===== config.mk =====
export PLATFORM = sky130hd
export DESIGN_NAME = astro_io_top
export DESIGN_NICKNAME = d
export VERILOG_FILES = /design/src/logic/astro_pkg.sv /design/src/logic/game_config.sv /design/src/logic/switch_matrix.sv /design/src/logic/video_post.sv /design/src/logic/audio_mix.sv /design/src/logic/astro_io_top.sv
export SDC_FILE = /design/constraint.sdc
export NUM_CORES = 1
export LEC_CHECK = 0
export BUFFER_PORTS_ARGS = -buffer_cell sky130_fd_sc_hd__buf_2
export CAP_MARGIN = 40
export CELL_PAD_IN_SITES_DETAIL_PLACEMENT = 1
export CELL_PAD_IN_SITES_GLOBAL_PLACEMENT = 1
export CORE_UTILIZATION = 25
export CTS_CLUSTER_SIZE = 25
export DETAILED_ROUTE_END_ITERATION = 12
export PLACE_DENSITY_LB_ADDON = 0.3
export SYNTH_ARGS = -nofsm -noshare
export SYNTH_HDL_FRONTEND = slang
export SYNTH_HIERARCHICAL = 1
export SYNTH_SLANG_ARGS = --single-unit

===== constraint.sdc =====
create_clock -name clk_sys -period 3.7 [get_ports clk_sys]
set_input_delay 0.37 -clock clk_sys [delete_from_list [all_inputs] [get_ports clk_sys]]
set_output_delay 0.37 -clock clk_sys [all_outputs]
set_load 0.02 [all_outputs]

===== src/logic/astro_pkg.sv =====
package astro_pkg;

	// ======================================================================
	// Widths with a meaning
	// ======================================================================

	typedef logic [7:0]  byte_t;
	typedef logic [7:0]  game_id_t;
	typedef logic [8:0]  player_buttons_t;
	typedef logic [3:0]  color_t;
	typedef logic [8:0]  hcount_t;
	typedef logic [10:0] vcount_t;
	typedef logic [7:0]  chip_audio_t;
	typedef logic [15:0] sample_t;
	typedef logic [24:0] dl_addr_t;
	typedef logic [7:0]  dl_index_t;

	// Button positions inside player_buttons_t, all active high
	localparam int BTN_RIGHT  = 0;
	localparam int BTN_LEFT   = 1;
	localparam int BTN_DOWN   = 2;
	localparam int BTN_UP     = 3;
	localparam int BTN_FIRE   = 4;
	localparam int BTN_FIRE2  = 5;
	localparam int BTN_START1 = 6;
	localparam int BTN_START2 = 7;
	localparam int BTN_COIN   = 8;

	// ======================================================================
	// Download bus and game selection
	// ======================================================================

	// Host download indexes
	localparam dl_index_t IDX_GAME = 8'd1;
	localparam dl_index_t IDX_DIP  = 8'd254;

	// Game numbers as sent by the host
	localparam game_id_t GAME_EBASE    = 8'd1;
	localparam game_id_t GAME_SEAWOLF2 = 8'd2;
	localparam game_id_t GAME_SPACEZAP = 8'd3;
	localparam game_id_t GAME_GORF     = 8'd4;
	localparam game_id_t GAME_WOW      = 8'd5;
	localparam game_id_t GAME_ROBBY    = 8'd6;
	localparam game_id_t GAME_GORF1    = 8'd7;

	// DIP switch banks and the address bits that select one
	localparam int DIP_BANKS  = 8;
	localparam int DIP_SEL_W  = $clog2(DIP_BANKS);

	// Idle switch row, nothing pressed
	localparam byte_t ROW_IDLE = 8'hff;

	// ======================================================================
	// Video
	// ======================================================================

	// Second interlace field starts after this line
	localparam vcount_t VLINES_FIELD = 11'd263;

	// Visible window edges, blanked at or beyond these
	localparam vcount_t VTOP_LAST  = 11'd21;
	localparam vcount_t VBOT_FIRST = 11'd260;
	localparam hcount_t HLEFT_LAST = 9'd70;

	// Grey levels for Space Zap mono
	localparam color_t MONO_BRIGHT = 4'd14;
	localparam color_t MONO_MID    = 4'd10;
	localparam color_t MONO_DIM    = 4'd8;

endpackage


===== src/logic/game_config.sv =====
`timescale 1ns/1ps

module game_config (
	input  logic                clk_sys,
	input  logic                reset,
	input  logic                dl_wr,
	input  astro_pkg::dl_index_t dl_index,
	input  astro_pkg::dl_addr_t  dl_addr,
	input  astro_pkg::byte_t     dl_data,
	output logic                is_ebase,
	output logic                is_spacezap,
	output logic                is_gorf,
	output logic                is_wow,
	output logic                is_robby,
	output logic                gorf_prog1,
	output astro_pkg::byte_t     dip0,
	output astro_pkg::byte_t     dip2,
	output astro_pkg::byte_t     dip3
);

	import astro_pkg::*;

	game_id_t game_id;
	byte_t    dip_bank [DIP_BANKS];

	// Write decodes
	logic game_wr;
	logic dip_wr;

	assign game_wr = dl_wr && (dl_index == IDX_GAME);
	// Only the first eight addresses hit a bank
	assign dip_wr  = dl_wr && (dl_index == IDX_DIP) && (dl_addr[$bits(dl_addr_t)-1:DIP_SEL_W] == '0);

	// ======================================================================
	// Game id and DIP registers
	// ======================================================================

	always_ff @(posedge clk_sys or posedge reset) begin
		if (reset) begin
			game_id <= '0;
			for (int i = 0; i < DIP_BANKS; i++) begin
				dip_bank[i] <= '0;
			end
		end else begin
			if (game_wr) begin
				game_id <= dl_data;
			end
			if (dip_wr) begin
				dip_bank[dl_addr[DIP_SEL_W-1:0]] <= dl_data;
			end
		end
	end

	// Flag decode, one edge behind the id
	// Seawolf II and unknown ids fall through with every flag low
	always_ff @(posedge clk_sys or posedge reset) begin
		if (reset) begin
			is_ebase    <= 1'b0;
			is_spacezap <= 1'b0;
			is_gorf     <= 1'b0;
			is_wow      <= 1'b0;
			is_robby    <= 1'b0;
			gorf_prog1  <= 1'b0;
		end else begin
			is_ebase    <= (game_id == GAME_EBASE);
			is_spacezap <= (game_id == GAME_SPACEZAP);
			// Program 1 is still Gorf hardware
			is_gorf     <= (game_id == GAME_GORF) || (game_id == GAME_GORF1);
			is_wow      <= (game_id == GAME_WOW);
			is_robby    <= (game_id == GAME_ROBBY);
			gorf_prog1  <= (game_id == GAME_GORF1);
		end
	end

	// Banks read by the kept games
	assign dip0 = dip_bank[0];
	assign dip2 = dip_bank[2];
	assign dip3 = dip_bank[3];

endmodule


===== src/logic/switch_matrix.sv =====
`timescale 1ns/1ps

module switch_matrix (
	input  astro_pkg::byte_t           col_select,
	input  astro_pkg::player_buttons_t p1,
	input  astro_pkg::player_buttons_t p2,
	input  logic                      speech_busy,
	input  logic                      is_ebase,
	input  logic                      is_spacezap,
	input  logic                      is_gorf,
	input  logic                      is_wow,
	input  logic                      is_robby,
	input  astro_pkg::byte_t           dip0,
	input  astro_pkg::byte_t           dip2,
	input  astro_pkg::byte_t           dip3,
	output astro_pkg::byte_t           row_data
);

	import astro_pkg::*;

	// Switches read low when pressed
	// Starts and coin all come from the player 1 controller
	logic s1_n, s2_n, coin_n;
	logic f1_n, r1_n, l1_n, d1_n, u1_n, fb1;
	logic f2_n, r2_n, l2_n, d2_n, u2_n, fb2;

	assign s1_n   = ~p1[BTN_START1];
	assign s2_n   = ~p1[BTN_START2];
	assign coin_n = ~p1[BTN_COIN];

	assign f1_n = ~p1[BTN_FIRE];
	assign r1_n = ~p1[BTN_RIGHT];
	assign l1_n = ~p1[BTN_LEFT];
	assign d1_n = ~p1[BTN_DOWN];
	assign u1_n = ~p1[BTN_UP];
	// Wizard of Wor move button reads active high
	assign fb1  = p1[BTN_FIRE2];

	assign f2_n = ~p2[BTN_FIRE];
	assign r2_n = ~p2[BTN_RIGHT];
	assign l2_n = ~p2[BTN_LEFT];
	assign d2_n = ~p2[BTN_DOWN];
	assign u2_n = ~p2[BTN_UP];
	assign fb2  = p2[BTN_FIRE2];

	// ======================================================================
	// Per-game row layouts listed from bit 7 down
	// ======================================================================

	// Extra Bases with digital buttons only
	byte_t col1_eb, col2_eb;
	assign col1_eb = {2'b11, s2_n, s1_n, 2'b11, f1_n, f2_n};
	assign col2_eb = {1'b1, dip0[0], 1'b1, dip0[1], 3'b111, coin_n};

	// Space Zap
	byte_t col1_sz, col2_sz, col4_sz;
	assign col1_sz = {2'b11, s2_n, s1_n, dip2[1], 1'b1, coin_n, 1'b1};
	assign col2_sz = {3'b111, f2_n, r2_n, l2_n, d2_n, u2_n};
	assign col4_sz = {2'b11, dip2[0], f1_n, r1_n, l1_n, d1_n, u1_n};

	// Wizard of Wor on the digital stick
	byte_t col1_ww, col2_ww, col4_ww;
	assign col1_ww = {dip2[2], s2_n, s1_n, 1'b1, dip2[1], 1'b1, coin_n, 1'b1};
	assign col2_ww = {2'b11, f2_n, fb2, r2_n, l2_n, d2_n, u2_n};
	assign col4_ww = {speech_busy, 1'b1, f1_n, fb1, r1_n, l1_n, d1_n, u1_n};

	// Gorf and Gorf program 1 share a layout
	byte_t col1_gf, col2_gf, col4_gf;
	assign col1_gf = {dip2[2], dip2[0], s2_n, s1_n, 1'b1, dip2[1], coin_n, 1'b1};
	assign col2_gf = {3'b001, f2_n, r2_n, l2_n, d2_n, u2_n};
	assign col4_gf = {speech_busy, 2'b01, f1_n, r1_n, l1_n, d1_n, u1_n};

	// Robby Roto
	// Player 1 stick is wired in reverse order
	byte_t col1_rr, col2_rr, col4_rr;
	assign col1_rr = {1'b0, s2_n, s1_n, 1'b1, dip2[1], 1'b1, coin_n, 1'b1};
	assign col2_rr = {2'b11, f2_n, 1'b1, r2_n, l2_n, d2_n, u2_n};
	assign col4_rr = {2'b11, f1_n, 1'b1, u1_n, d1_n, l1_n, r1_n};

	// Column 8 is DIP bank 3 for every kept game but Extra Bases
	logic col8_dip;
	assign col8_dip = is_spacezap | is_gorf | is_wow | is_robby;

	// ======================================================================
	// Column decode in the same cycle as the scan
	// ======================================================================

	always_comb begin
		row_data = ROW_IDLE;
		case (col_select)
			8'h01: begin
				if (is_ebase)         row_data = col1_eb;
				else if (is_spacezap) row_data = col1_sz;
				else if (is_gorf)     row_data = col1_gf;
				else if (is_wow)      row_data = col1_ww;
				else if (is_robby)    row_data = col1_rr;
			end
			8'h02: begin
				if (is_ebase)         row_data = col2_eb;
				else if (is_spacezap) row_data = col2_sz;
				else if (is_gorf)     row_data = col2_gf;
				else if (is_wow)      row_data = col2_ww;
				else if (is_robby)    row_data = col2_rr;
			end
			8'h04: begin
				// Extra Bases reads its DIPs straight off this column
				if (is_ebase)         row_data = dip2;
				else if (is_spacezap) row_data = col4_sz;
				else if (is_gorf)     row_data = col4_gf;
				else if (is_wow)      row_data = col4_ww;
				else if (is_robby)    row_data = col4_rr;
			end
			8'h08: begin
				if (col8_dip)         row_data = dip3;
			end
			default: row_data = ROW_IDLE;
		endcase
	end

endmodule


===== src/logic/video_post.sv =====
`timescale 1ns/1ps

module video_post (
	input  logic               clk_sys,
	input  logic               reset,
	input  astro_pkg::color_t  r_in,
	input  astro_pkg::color_t  g_in,
	input  astro_pkg::color_t  b_in,
	input  astro_pkg::hcount_t hcount,
	input  astro_pkg::vcount_t vcount,
	input  logic               is_spacezap,
	input  logic               mono_mode,
	output astro_pkg::color_t  r_out,
	output astro_pkg::color_t  g_out,
	output astro_pkg::color_t  b_out
);

	import astro_pkg::*;

	// Second field lines map back onto the first
	vcount_t vfold;
	assign vfold = (vcount > VLINES_FIELD) ? vcount - VLINES_FIELD : vcount;

	// Edge region goes black
	logic edge_blank;
	assign edge_blank = (vfold >= VBOT_FIRST) || (vfold <= VTOP_LAST) || (hcount <= HLEFT_LAST);

	// ======================================================================
	// Next pixel
	// ======================================================================

	color_t r_nxt, g_nxt, b_nxt;
	color_t grey;
	logic   grey_hit;

	always_comb begin
		// Mono recolour, checks in order so the last match wins
		grey     = MONO_BRIGHT;
		grey_hit = 1'b0;
		if ((g_in == 4'd15) && (b_in == 4'd4)) begin
			grey     = MONO_BRIGHT;
			grey_hit = 1'b1;
		end
		if (b_in == 4'd11) begin
			grey     = MONO_MID;
			grey_hit = 1'b1;
		end
		if (g_in == 4'd4) begin
			grey     = MONO_DIM;
			grey_hit = 1'b1;
		end

		if (edge_blank) begin
			r_nxt = '0;
			g_nxt = '0;
			b_nxt = '0;
		end else if (is_spacezap && mono_mode && grey_hit) begin
			r_nxt = grey;
			g_nxt = grey;
			b_nxt = grey;
		end else begin
			r_nxt = r_in;
			g_nxt = g_in;
			b_nxt = b_in;
		end
	end

	// One pixel of latency, black out of reset
	always_ff @(posedge clk_sys or posedge reset) begin
		if (reset) begin
			r_out <= '0;
			g_out <= '0;
			b_out <= '0;
		end else begin
			r_out <= r_nxt;
			g_out <= g_nxt;
			b_out <= b_nxt;
		end
	end

endmodule


===== src/logic/audio_mix.sv =====
`timescale 1ns/1ps

module audio_mix (
	input  logic                   clk_sys,
	input  logic                   reset,
	input  astro_pkg::chip_audio_t chip_l,
	input  astro_pkg::chip_audio_t chip_r,
	input  astro_pkg::sample_t     samp_l,
	input  astro_pkg::sample_t     samp_r,
	input  logic                   is_gorf,
	input  logic                   is_wow,
	input  logic                   is_robby,
	output astro_pkg::sample_t     audio_l,
	output astro_pkg::sample_t     audio_r
);

	import astro_pkg::*;

	// Votrax games add a quarter of the speech sample to the chip
	function automatic sample_t mix(input chip_audio_t chip, input sample_t samp, input logic plus);
		sample_t chip_wide;
		chip_wide = {2'b00, chip, chip[7:2]};
		if (plus) begin
			return chip_wide + {2'b00, samp[15:2]};
		end
		return {chip, chip};
	endfunction

	logic plus_samples;
	logic stereo;

	assign plus_samples = is_gorf | is_wow;
	// Two sound chips fitted
	assign stereo       = is_gorf | is_wow | is_robby;

	chip_audio_t chip_right;
	assign chip_right = stereo ? chip_r : chip_l;

	always_ff @(posedge clk_sys or posedge reset) begin
		if (reset) begin
			audio_l <= '0;
			audio_r <= '0;
		end else begin
			audio_l <= mix(chip_l, samp_l, plus_samples);
			audio_r <= mix(chip_right, samp_r, plus_samples);
		end
	end

endmodule


===== src/logic/astro_io_top.sv =====
`timescale 1ns/1ps

module astro_io_top (
	input  logic                      clk_sys,
	input  logic                      reset,
	// Host download
	input  logic                      dl_wr,
	input  astro_pkg::dl_index_t       dl_index,
	input  astro_pkg::dl_addr_t        dl_addr,
	input  astro_pkg::byte_t           dl_data,
	// Switch matrix scan from the CPU
	input  astro_pkg::byte_t           col_select,
	input  astro_pkg::player_buttons_t p1,
	input  astro_pkg::player_buttons_t p2,
	input  logic                      speech_busy,
	output astro_pkg::byte_t           row_data,
	output logic                      gorf_prog1,
	// Pixel stream
	input  astro_pkg::color_t          r_in,
	input  astro_pkg::color_t          g_in,
	input  astro_pkg::color_t          b_in,
	input  astro_pkg::hcount_t         hcount,
	input  astro_pkg::vcount_t         vcount,
	output astro_pkg::color_t          r_out,
	output astro_pkg::color_t          g_out,
	output astro_pkg::color_t          b_out,
	// Audio
	input  astro_pkg::chip_audio_t     chip_l,
	input  astro_pkg::chip_audio_t     chip_r,
	input  astro_pkg::sample_t         samp_l,
	input  astro_pkg::sample_t         samp_r,
	output astro_pkg::sample_t         audio_l,
	output astro_pkg::sample_t         audio_r
);

	import astro_pkg::*;

	// Decoded game flags
	logic  is_ebase, is_spacezap, is_gorf, is_wow, is_robby;
	byte_t dip0, dip2, dip3;

	// Mono switch for Space Zap lives in DIP bank 0
	logic mono_mode;
	assign mono_mode = dip0[1];

	// ======================================================================
	// Blocks
	// ======================================================================

	game_config u_config (
		.clk_sys     (clk_sys),
		.reset       (reset),
		.dl_wr       (dl_wr),
		.dl_index    (dl_index),
		.dl_addr     (dl_addr),
		.dl_data     (dl_data),
		.is_ebase    (is_ebase),
		.is_spacezap (is_spacezap),
		.is_gorf     (is_gorf),
		.is_wow      (is_wow),
		.is_robby    (is_robby),
		.gorf_prog1  (gorf_prog1),
		.dip0        (dip0),
		.dip2        (dip2),
		.dip3        (dip3)
	);

	switch_matrix u_matrix (
		.col_select  (col_select),
		.p1          (p1),
		.p2          (p2),
		.speech_busy (speech_busy),
		.is_ebase    (is_ebase),
		.is_spacezap (is_spacezap),
		.is_gorf     (is_gorf),
		.is_wow      (is_wow),
		.is_robby    (is_robby),
		.dip0        (dip0),
		.dip2        (dip2),
		.dip3        (dip3),
		.row_data    (row_data)
	);

	video_post u_video (
		.clk_sys     (clk_sys),
		.reset       (reset),
		.r_in        (r_in),
		.g_in        (g_in),
		.b_in        (b_in),
		.hcount      (hcount),
		.vcount      (vcount),
		.is_spacezap (is_spacezap),
		.mono_mode   (mono_mode),
		.r_out       (r_out),
		.g_out       (g_out),
		.b_out       (b_out)
	);

	audio_mix u_audio (
		.clk_sys  (clk_sys),
		.reset    (reset),
		.chip_l   (chip_l),
		.chip_r   (chip_r),
		.samp_l   (samp_l),
		.samp_r   (samp_r),
		.is_gorf  (is_gorf),
		.is_wow   (is_wow),
		.is_robby (is_robby),
		.audio_l  (audio_l),
		.audio_r  (audio_r)
	);

endmodule


### Word-level counts from Yosys, hierarchy flattened

Index checks and enable logic that the tools add are counted.

* register bits after elaboration: 122
* input port bits: 151
* logic and storage cells: 113

* add/sub/neg operators: 3
* order comparisons: 6
* equal/unequal tests: 16
* mux-type cells: 38
* bitwise operators: 19
* reduce and logical (&&, ||, !) cells: 11

Operators with widths (number)
* $mux W8: 16
* $bwmux W64: 1
* $mux W16: 4
* $eq A8 B3 Y1 const B: 5
* $pmux W8 S4: 1
* $add A14 B14 Y15: 2
* $demux W8 S3: 1
* $eq A8 B1 Y1 const B: 3
* $mux W4: 6
* $logic_not A22 Y1: 1
* $eq A8 B2 Y1 const B: 2
* $not A1 Y1: 13
* $mux W6: 2
* $ge A11 B9 Y1 const B: 1
* $gt A11 B9 Y1 const B: 1
* $le A11 B5 Y1 const B: 1
* $mux W11: 1
* $sub A11 B9 Y11 const B: 1
* $le A9 B7 Y1 const B: 1
* $eq A4 B3 Y1 const B: 2
* $eq A4 B4 Y1 const B: 2
* $eq A8 B4 Y1 const B: 1
* $eq A8 B8 Y1 const B: 1
* $logic_and A1 B1 Y1: 7
* 7 further kinds: 17

### Longest topological paths before layout

Gate-level depths: netlist of run 1.

* depth after elaboration: 8
* depth in mapped cells: 11

### By module

Netlist of run 1, hierarchy kept.

By module, submodules not included
* audio_mix: times used 1, cells an instance 293, area an instance 2631.3 µm², sequential area each 800.8 µm²
* game_config: times used 1, cells an instance 101, area an instance 1576.5 µm², sequential area each 950.9 µm²
* video_post: times used 1, cells an instance 122, area an instance 980.9 µm², sequential area each 300.3 µm²
* switch_matrix: times used 1, cells an instance 117, area an instance 745.7 µm², sequential area each 0.0 µm²

### Worst setup path before layout of run 1

No wires, ideal clock.

* path type: reg2reg
* from: reg u_config.is_wow
* to: reg u_audio.audio_r[12]
* library setup time: 124 ps
* data arrival time: 2749 ps
* required time: 3576 ps
* setup slack: 827 ps
* cell stages (with the launch flop): 9
* buffers on the path: 0
* period minus slack after synthesis: 2873 ps
* path through: dfrtp_1 nor3_2 mux2_2 ha_1 a21o_1 a31o_1 a21o_1 a211o_1 a211o_1

* word-level cells in the longest chain between the ends: 6
* elaborated cells on any way between the ends: 7
* classes of those cells: add/sub (1); mux (4); bitwise (2)

RTL lines
* from (decl): line game_config.sv:13 `output logic is_wow,`
* from (signal assigned): line game_config.sv:69 `is_wow <= (game_id == GAME_WOW);`
* $or A1 B1 Y1 (*): line audio_mix.sv:32, audio_mix.sv:34
* $or A1 B1 Y1: line audio_mix.sv:34 `assign stereo = is_gorf | is_wow | is_robby;`
* $mux W8: line audio_mix.sv:37 `assign chip_right = stereo ? chip_r : chip_l;`
* $add A14 B14 Y15: line audio_mix.sv:24 `return chip_wide + {2'b00, samp[15:2]};`
* $mux W16: line audio_mix.sv:23 `if (plus) begin`
* $mux W16 (*): line audio_mix.sv:26 `return {chip, chip};`
* to (signal assigned): line audio_mix.sv:45 `audio_r <= mix(chip_right, samp_r, plus_samples);`
* to (decl): line audio_mix.sv:14 `output astro_pkg::sample_t audio_r`

Every way passes the cells marked *; elsewhere a longest branch is shown, timed or not. The select of a mux whose other input is x is not followed.
A chain may end at the register's enable or synchronous reset.

### Worst setup path after layout of run 1

* from: reg u_config.is_wow
* to: reg u_audio.audio_r[10]

Same word-level chain as after synthesis.

==> results.txt, run 1 <==
- At the worst endpoint, the arrival time is around 3400 ps.
* Cell at the root of the clock tree: sky130_fd_sc_hd__clkbuf_16
- DRC viols: 0
- Mean instance size in the synthesized netlist: around 9.2 um^2
- STA classifies the critical path startpoint as a flop.
- For this design the top-level I/O count stands at 204.
- Endpoint class of the critical path: flop
- Number of antenna violations at the first check in global routing: 0
- Achievable clock frequency: about 320 MHz
- Clock-pin slew reported for the worst setup and hold paths after clock tree synthesis: 60 ps
* Number of violations of the max-capacitance limit: 0
- Core Util, Final: 0.331
- After floorplanning, the core was divided into 54 placement rows.
- The filler cells instantiated in the layout total between 2000 and 3000.
- Post-placement cell count: approximately 1100
- For this configuration, the core starts out at a cell density of 0.259.
* Library cell appearing most often on the critical path: sky130_fd_sc_hd__inv_1
* Area occupied by multi-input gates: between 0.003 and 0.004 mm^2
- Pin count of the biggest net entering global routing: 30
- # clock sinks: 76
* Antenna violation net count after detailed routing: 0
* Die Y: 153 um
- For this design the ratio of total power to cell area is about 320 mW/mm^2.
* Via count of the routed design: ~5700
- Clock skew on the completed layout was measured at 5.26 ps.
- For this run the aggregate overflow at the end of global routing stands at 0.
- In this design, the stage delay of the slowest critical-path cell is between 400 and 500 ps.
* Area of the core: between 0.02 and 0.025 mm^2
- The number of global-route vias before repair is between 5000 and 6000.
- The worst pin sits at a relative slew slack of 0.448.
- Post-Synthesis Net Count: 805
- Final standard cell count with taps included and fillers excluded: about 1100
- Final-stage net count: just under 1000
* Die area: about 0.023 mm^2
- Leakage power of the design: 3.46 nW
- Post-CTS setup buffer count: 0
- Total global-route track usage: 0.171
- CP Data Required Time: 3930 ps
* Count of buffers inserted at the top-level ports: just under 200
- In this run, CTS created clock tree buffers numbering 9.
- The synthesized netlist occupies a cell area of approximately 0.0057 mm^2.
- Setup violators final: 0
- CTS tree: built
* Clock insertion delay at the later pin of the skew report: 350 ps
- The worst-case IR drop observed on VDD is around 0.00014 V.
- The path class of the tightest hold or removal check is in -> reg.
* Die Wd: ~150 um
- Final critical-path required period: around 3100 ps
- Number of detailed-routing iterations run before antenna repair: 4
- On the final layout, the worst hold slack is roughly 270 ps.
* FF+latch area: around 0.0019 mm^2
- 0 antenna diodes ended up in the layout.
* Buffer and inverter count on the worst path: 2
* Tightest Pin Transition: between 800 and 900 ps
- Kind of critical path: reg -> reg
* Summed negative setup slack over all endpoints: 0 ps
- # H-tree levels: 3
- After detailed routing, the number of vias per cell comes to 5.23.
- Number of violations reported at the end of detailed-routing iteration 0: between 200 and 250
* Status: completed
- After legalization and detailed placement, the total HPWL measured between 15000 and 20000 um.
- First-pass GRT wire length: about 32000 um
- The longest clock path from root to sink contains 2 buffers.
* Share of cells above drive strength 1: 0.346
- The hold violation total from the final report is 0.
- Global placement routability congestion: between 0.8 and 0.9
- Aggregate routed wire length: 19800 um
* Crit path setup slack, layout: roughly 580 ps
- Count of mapped cells out of synthesis: 621
- On the critical path, the stage with the largest delay is an instance of sky130_fd_sc_hd__nor3_2.
- In this run the worst path has a maximum fanout of 6.
* Max-slew violation total from the final report: 0
- Walking the worst path, the cells encountered are nor3_2, mux2i_1, inv_1, ha_1, inv_1, fa_1, nor2b_1, o31ai_1, nand2_1, a31o_2, a211o_1.
* Unrepaired setup endpoints after global routing: false
- CP delay by family, top: compound AO/OA/AOI/OAI gates
* Detail-routed net length per standard cell: 18.1 um
- The area growth from synthesis to layout is 28.1%.
- Synth warn: 6
- Setup slack after placement: about 580 ps
- Share of the clock period used by the worst path after layout: 0.844
-- tightest hold or removal path: cells and delay by family --
kind / cells / cell delay [ps]
AND/OR/NAND/NOR: 1 / 50
buffers and inverters: 2 / 150
-- per-layer routing --
metal,vias up,part of all wire,global-route usage
met4,0,0.015,0.0577
met3,19,0.035,0.0227
met5,-,0,0
li1,2749,-,-
met2,144,0.47,0.284
met1,2824,0.48,0.229
-- worst paths after layout --
check                                      start                  end  slack (ps)  cells after the start
worst max register to register   u_config/is_wow  u_audio/audio_r[10]         580                     11
worst min-delay path                     r_in[0]     u_video/r_out[0]         270                      3
worst min register to register  u_config/dip3[2]     u_config/dip3[2]         510                      1
min in group asynchronous                  reset  u_audio/audio_r[13]         510                      3
max in group asynchronous                  reset  u_config/game_id[7]        2460                      5
worst max-delay path             u_config/is_wow  u_audio/audio_r[10]         580                     11
-- registers in the layout (all words and copies together) (netlist names) --
signal and cells:
u_audio/audio_l 16, u_audio/audio_r 16, u_config/dip2 8, u_config/dip3 8
u_config/game_id 8, u_video/b_out 4, u_video/g_out 4, u_video/r_out 4
u_config/dip0 2, u_config/gorf_prog1 1, u_config/is_ebase 1, u_config/is_gorf 1
u_config/is_robby 1, u_config/is_spacezap 1, u_config/is_wow 1
-- cells in the final DEF, fill, tap and decap left out, drive strengths merged, types with 6 or more instances in the layout --
master / n
buf: 207
dfrtp: 76
nor2: 47
nand2: 38
o21ai: 37
mux2: 32
ha: 31
a21oi: 31
inv: 26
nor3: 21
nor4: 18
a21o: 16
nand4: 16
nand3: 14
o21a: 11
xnor2: 11
and2: 10
clkbuf: 9
and3: 8
o211ai: 8
a211oi: 8
a211o: 8
nor3b: 8
nor4b: 8
mux2i: 7
or3: 7
a311oi: 7
nand3b: 6
or2: 6
-- area by class of cell --
class / count / area share
multi-input combinational: 494 / 0.492
sequential: 76 / 0.260
timing repair buffer: 208 / 0.150
tap: 280 / 0.0478
clock buffer: 9 / 0.0308
inverter: 22 / 0.0113
clock inverter: 7 / 0.00769
-- what timing repair did --
| item | 4_1_cts | 5_1_grt |
|---|---|---|
| endpoints found under the hold margin | 5 | 0 |
| hold buffers | 1 | 0 |
| resized for setup | 0 | 0 |
-- where the power goes --
group	leakage (nW)	switching, mW	total, mW	internal (mW)
clock network	0.137	0.394	0.859	0.464
logic	2.34	0.347	0.589	0.241
registers	0.981	0.0136	0.873	0.860
-- through the flow --
stage	instance area (um^2)	power, mW
detailed placement	7030	1.48
finish	7320	2.32
global route	7320	2.45
CTS	7320	2.37
global placement	6990	1.47
floorplan	5720	1.24
No activity file was read; power rests on OpenSTA's default activity.
==> run 2: changes to the inputs <==
Settings changed: ABC_AREA set to 1.
Clock period 3.7 ns to 3.2 ns, I/O delays scaled along.
==> run 2 against run 1 <==
Combinational power is 32% higher. Sequential power is 17% higher. Clock power is 30% higher. Final area is 10% higher. Global-route usage is 0.28 points lower. Sequential share of layout area is 2.5 points lower. Synthesized area is 12% higher. Sequential cell count stayed put. Setup slack worse by 120 ps. Final cell count is 42% higher. Register-to-register slack worse by 120 ps. Via count is 19% higher. Largest cell class unchanged.
==> results.txt, run 2 <==
* Status: completed
- The critical path goes through nor2_4, buf_4, nand2_1, o21ai_1, ha_1, inv_1, fa_1, nor2_1, nor2_1, o21ai_0, or2_2, nand3_1, nand2_1.
- The number of vias per cell is 4.41 (-16%).
* Largest registers ranked by flip-flop count: u_audio/audio_l x16, u_audio/audio_r x16
* Count of mapped cells out of synthesis: 1015 (+63%)
- Share of the clock period used by the worst path after layout: 0.856 (+0.0121)
- Synthesized cell area: 0.00639 mm^2 (+12%)
- The critical path is of the reg -> reg type.
- # H-tree levels: 3 (unchanged)
- The total clock sinks came to 76 (unchanged).
- The clock transition at the register clock pins on the worst setup and hold paths after CTS came to 70 ps (about the same).
* Maximum count of clock buffers along a single path: 2 (unchanged)
- Clock buffers created by TritonCTS: 9 (unchanged)
- Number of detailed-routing iterations run before antenna repair: 4 (unchanged)
- CTS tree: built
- Core Util, Final: 0.322 (-0.00921)
- The site row count was 58 (+7.4%).
- Post-CTS setup buffer count: 0 (unchanged)
* Number of antenna violations at the first check in global routing: 2 (+2)
- The number of nets in the layout was 1402 (+41%).
- The total wirelength of the detailed-routed design came to 21400 um (+7.7%).
- Post-Synthesis Net Count: 1199 (+49%)
- The total number of vias came to 6852 (+19%).
* Share of cells above drive strength 1: 0.235 (-0.110)
- Leading cell type in the layout, fill and taps excluded: sky130_fd_sc_hd__nand2_1
- Total global-route track usage: 0.169 (-0.00276)
- Setup violators final: 0 (unchanged)
- The cts-stage hold buffer count came to 0 (-1).
- Min-delay worst type: in -> async
- The maximum number of pins on one net before global-route repair is 33 (+10%).
- The quantity of I/O buffers inserted on ports came to 196 (unchanged).
* Max-slew violation total from the final report: 0 (unchanged)
- Die Y: 162 um (+5.7%)
- The peak per-stage delay on the critical path was 480 ps (about the same).
- The wire length of the first global-routing pass was 35200 um (+11%).
- The final sum of negative setup slack came to 0 ps (unchanged).
- Startpoint kind of the worst setup timing path: flop
- The highest net fanout along the worst path came to 24 (+18).
- The initial core utilization is 0.255 (-0.00407).
* Top-level I/O count: 204 (unchanged)
- The number of max-cap violations is 0 (unchanged).
- Among cell families on the critical path, the largest total delay comes from simple AND/OR/NAND/NOR gates.
- The worst-case headroom to the max-slew limit was 0.575 (+0.127).
* DRC viols: 0 (unchanged)
- The placer's final routability congestion estimate was 0.829 (+3.0%).
- The number of global-route vias before repair was 7065 (+21%).
- Synth warn: 6 (unchanged)
- Area delta synth->final: 26.5%
- Tightest Pin Transition: 633 ps (-188 ps)
* Global-route congestion overflow total: 0 (unchanged)
* Leakage power of the design: 4.50 nW (+30%)
- STA classifies the critical path endpoint as a flop.
- Power Density: 362 mW/mm^2 (+14%)
- Arrival time reported for the critical path endpoint: 3030 ps (-320 ps)
* Antenna violation net count after detailed routing: 0 (unchanged)
- Final critical-path required period: 2740 ps (-383 ps)
- The peak ir drop on the vdd network was 0.000198 V (+45%).
* Die Wd: 162 um (+5.7%)
* Unrepaired setup endpoints after global routing: false
- Detail-routed net length per standard cell: 13.7 um (-24%)
- Number of violations reported at the end of detailed-routing iteration 0: 241 (+1.7%)
- The achievable clock frequency came to 365 MHz (+14%).
- The worst-case clock skew came to 12.7 ps (+7.48 ps).
- Buffer and inverter count on the worst path: 2 (unchanged)
- In this run the clock root is driven by a sky130_fd_sc_hd__clkbuf_16.
- Clock insertion delay at the later pin of the skew report: 350 ps (about the same)
- The slowest stage of the critical path is the sky130_fd_sc_hd__dfrtp_1 cell.
* Total half-perimeter wirelength after legalization and detailed placement: 18000 um (+13%)
- Most used cells in the layout excluding fill and tap cells: 383 x sky130_fd_sc_hd__nand2_1, 196 x sky130_fd_sc_hd__buf_2, 129 x sky130_fd_sc_hd__inv_1
- Mean instance size in the synthesized netlist: 6.30 um^2 (-32%)
* # resized after CTS: 0 (unchanged)
* Die area: 0.0262 mm^2 (+12%)
- Final Hold Violating Endpoints: 0 (unchanged)
- Area of the core: 0.0251 mm^2 (+14%)
- CP Data Required Time: 3490 ps (-440 ps)
==> run 2: per-stage QoR <==
step | worst slack [ps] | std cells | power (mW) | instance area, um^2 | hold WS (ps)
3_5_place_dp | 432 | 1537 | 1.83 | 7760 | 397
5_1_grt | 183 | 1555 | 3.12 | 8090 | 56.5
3_3_place_gp | 513 | 1536 | 1.81 | 7740 | 393
2_1_floorplan | 641 | 1015 | 1.53 | 6390 | 185
6_report | 459 | 1555 | 2.93 | 8090 | 7.88
4_1_cts | 426 | 1553 | 2.99 | 8090 | 19.6
==> run 2: path summary, 6_finish.rpt <==
check,startpoint,end,slack [ps],cells after the start
max,u_config/is_gorf,u_audio/audio_r[6],460,13
min,reset,u_video/b_out[0],8,2
max reg2reg,u_config/is_gorf,u_audio/audio_r[6],460,13
min reg2reg,u_config/dip3[1],u_config/dip3[1],470,2
max in group asynchronous,reset,u_config/dip3[3],2650,3
min in group clk_sys,r_in[3],u_video/r_out[3],220,3
==> run 2: layer usage <==
metal	up-vias	wire, um	track usage
li1	3573	-	-
met1	3142	10300	0.222
met2	120	10000	0.286
met3	17	804	0.0209
met4	0	275	0.0536
met5	-	0	0
==> run 2: area by class of cell <==
class                      count  area (um^2)
tap                          330          413
clock buffer                   9          225
sequential                    76         1900
timing repair buffer         204         1050
clock inverter                 7          101
multi-input combinational    785         3860
fill                        3377        17000
inverter                     142          536
antenna                        2         5.00
==> run 2: power breakdown <==
part	total, mW	internal, mW	switching (mW)
logic	0.779	0.278	0.502
clock network	1.12	0.687	0.437
registers	1.02	1.00	0.0178
total	2.93	1.97	0.956
==> run 3: changes to the inputs <==
Settings changed: CORE_MARGIN set to 5.
==> run 3 against run 2 <==
Die area increased by 10%. Largest power group is now registers. Critical endpoint unchanged. Maximum frequency decreased by 3.6%. Routed wire length increased by 5.9%. Sequential power about the same. Global-route usage decreased by 1.2 points. Combinational power increased by 0.6%. Critical path depth increased by 1. First-iteration DRC count increased by 13%.
==> results.txt, run 3 (same netlist as run 2, synthesis figures left out) <==
* Count of buffers inserted at the top-level ports: 196 (unchanged)
* Number of detailed-routing iterations run before antenna repair: 4 (unchanged)
- Max-slew violation total from the final report: 0 (unchanged)
- The leakage component of the power was 4.47 nW (-0.81%).
- The site row count was 58 (unchanged).
* Pin count of the biggest net entering global routing: 33 (unchanged)
- The final critical-path required period came to 2840 ps (+103 ps).
* FF+latch area: 0.00190 mm^2 (unchanged)
- The power share of the sequential group was 0.363 (+0.014).
- Critical path origin: u_config/is_gorf
* Die Y: 170 um (+4.9%)
- Tightest Pin Transition: 576 ps (-57.0 ps)
- Area of the core: 0.0252 mm^2 (+0.29%)
- The highest net fanout along the worst path was 15 (-38%).
- Net Switching: 0.996 mW (+4.2%)
* Area delta synth->final: 25.3%
- The largest registers in the layout are u_audio/audio_l x16, u_audio/audio_r x16.
* Via count of the routed design: 6876 (+0.35%)
- The wire length of the first global-routing pass was 36600 um (+4.0%).
- The worst setup path is captured at a flop.
* Hold_buf cts: 0 (unchanged)
- The I/O pin total was 204 (unchanged).
- Share of cells above drive strength 1: 0.234 (-0.00188)
- Global placement routability congestion: 0.851 (+2.7%)
* Remaining max-slew budget at the tightest pin: 0.615 (+0.0399)
- The worst setup path is launched from a flop.
- The endpoint arrival time on the critical path is 3140 ps (+110 ps).
- Worst voltage drop across the vdd grid: 0.000206 V (+4.2%)
- The CTS buffer count is 9 (unchanged).
- The part of the cycle the worst path needs came to 0.889 (+0.0322).
* Min-delay worst type: in -> async
* Detail-routed net length per standard cell: 14.6 um (+6.2%)
* Setup violators final: 0 (unchanged)
- Number of violations reported at the end of detailed-routing iteration 0: 273 (+13%)
* Critical Path Max Stage Delay: 520 ps (+40 ps)
- The clock transition at the register clock pins on the worst setup and hold paths after CTS was 70 ps (about the same).
* Summed negative setup slack over all endpoints: 0 ps (unchanged)
* Comb power frac: 0.279 (+0.013)
- The critical path required time came to 3490 ps (about the same).
- Kind of critical path: reg -> reg
- Library cell contributing the largest single delay on the critical path: sky130_fd_sc_hd__dfrtp_1
- Startpoint of the worst register-to-register path: u_config/is_gorf
* Unrepaired setup endpoints after global routing: false
* Detailed-route vias per instance: 4.44 (+0.67%)
* Setup slack of the worst register-to-register path: 360 ps (-100 ps)
* Ant. Diodes: 0 (-2)
- Status: completed
- # resized after CTS: 0 (unchanged)
* Post-CTS setup buffer count: 0 (unchanged)
* Antenna violation net count after detailed routing: 0 (unchanged)
* Cell at the root of the clock tree: sky130_fd_sc_hd__clkbuf_16
- Leading cell type in the layout, fill and taps excluded: sky130_fd_sc_hd__nand2_1
* Via count of the first global-routing pass: 7220 (+2.2%)
- Share of power burned in the clock network: 0.358 (-0.026)
* # clock sinks: 76 (unchanged)
* Total half-perimeter wirelength after legalization and detailed placement: 19100 um (+6.2%)
* Global-route congestion overflow total: 0 (unchanged)
- Switching power share of the total: 0.354 (+0.0275)
- The initial core utilization is 0.254 (-0.000734).
* Number of gates on the worst path with buffers counted: 14 (+1)
- CP endpoint: u_audio/audio_r[6]
* Number of fill cells: 3395 (+0.53%)
- Logic depth of the worst register-to-register path: 14 (+1)
- The cell internal power dissipation was 1.81 mW (-7.8%).
- Number of violations of the max-capacitance limit: 0 (unchanged)
- The number of levels the H-tree was split into came to 3 (unchanged).
- Area occupied by multi-input gates: 0.00386 mm^2 (unchanged)
* Power Density: 351 mW/mm^2 (-3.0%)
- CTS tree: built
* Die Wd: 170 um (+4.9%)
- Crit path setup slack, layout: 356 ps (-103 ps)
- The number of nets in the layout was 1399 (-0.21%).
- The clock latency reported for the late side of the worst-skew pair is 350 ps (about the same).
- Traced cell by cell, the critical path runs through nor2_4, inv_2, or2_1, nand2_1, o21ai_1, ha_1, inv_1, fa_1, nor2_1, nor2_1, o21ai_0, or2_2, nand3_1, nand2_1.
* Setup slack after placement: 339 ps (-92.8 ps)
- The total wirelength of the detailed-routed design was 22600 um (+5.9%).
- The buffering stage count on the worst path with inverters included was 2 (unchanged).
- The worst register-to-register path ends at u_audio/audio_r[6].
- CP delay by family, top: simple AND/OR/NAND/NOR gates
- The achievable clock frequency is 352 MHz (-3.6%).
- The hold violation total from the final report was 0 (unchanged).
* Total global-route track usage: 0.157 (-0.0116)
- DRC viols: 0 (unchanged)
* Maximum count of clock buffers along a single path: 2 (unchanged)
- Number of antenna violations at the first check in global routing: 0 (-2)
- The worst-case clock skew was 5.36 ps (-7.38 ps).
* Most used cells in the layout excluding fill and tap cells: 383 x sky130_fd_sc_hd__nand2_1, 196 x sky130_fd_sc_hd__buf_2, 129 x sky130_fd_sc_hd__inv_1
- Die area: 0.0289 mm^2 (+10%)
run 3: cell count changes in the layout (fill, tap and decap cells not counted), sizes merged:
cell,delta
buf,-3
inv,+3
bufinv,-2
diode,-2
clkinv,-1
run 3: power groups by stage:
stage	registers, mW	clock network (mW)	logic [mW]
final	1.02	1.01	0.784
after global routing	1.02	1.10	0.892
after CTS	1.02	1.05	0.799
after detailed placement	1.04	0	0.796
after global placement	1.04	0	0.778
after floorplan	1.09	0	0.441
run 3: metrics by stage:
stage	hold WS [ps]	utilization	cells	power [mW]	instance area, um^2
after global routing	76.7	0.318	1550	3.02	8010
after global placement	447	0.307	1534	1.82	7730
after CTS	59.9	0.318	1550	2.87	8010
after detailed placement	446	0.307	1534	1.84	7730
after floorplan	185	-	1015	1.53	6390
final	57.8	0.318	1550	2.81	8010
run 3: layout make-up:
cell class | instances | area share
inverter | 142 | 0.0668
multi-input combinational | 785 | 0.482
timing repair buffer | 201 | 0.127
sequential | 76 | 0.237
clock inverter | 7 | 0.00734
clock buffer | 9 | 0.0281
tap | 330 | 0.0515
run 3: worst min path at each step:
| stage | to | startpoint | slack (ps) | cells after the start |
|---|---|---|---|---|
| floorplan | u_video/b_out[0] | reset | 180 | 1 |
| global placement | u_video/g_out[3] | reset | 450 | 2 |
| detailed placement | u_video/g_out[3] | reset | 450 | 2 |
| CTS | u_video/g_out[3] | reset | 60 | 2 |
| global route | u_video/g_out[3] | reset | 80 | 2 |
| finish | u_video/g_out[3] | reset | 60 | 2 |
run 3: routing by layer:
layer | global-route usage | share of wire | vias to the layer above
met1 | 0.201 | 0.46 | 3162
li1 | - | - | 3567
met2 | 0.273 | 0.48 | 129
met4 | 0.0368 | 0.012 | 0
met5 | 0 | 0 | -
met3 | 0.0318 | 0.050 | 18
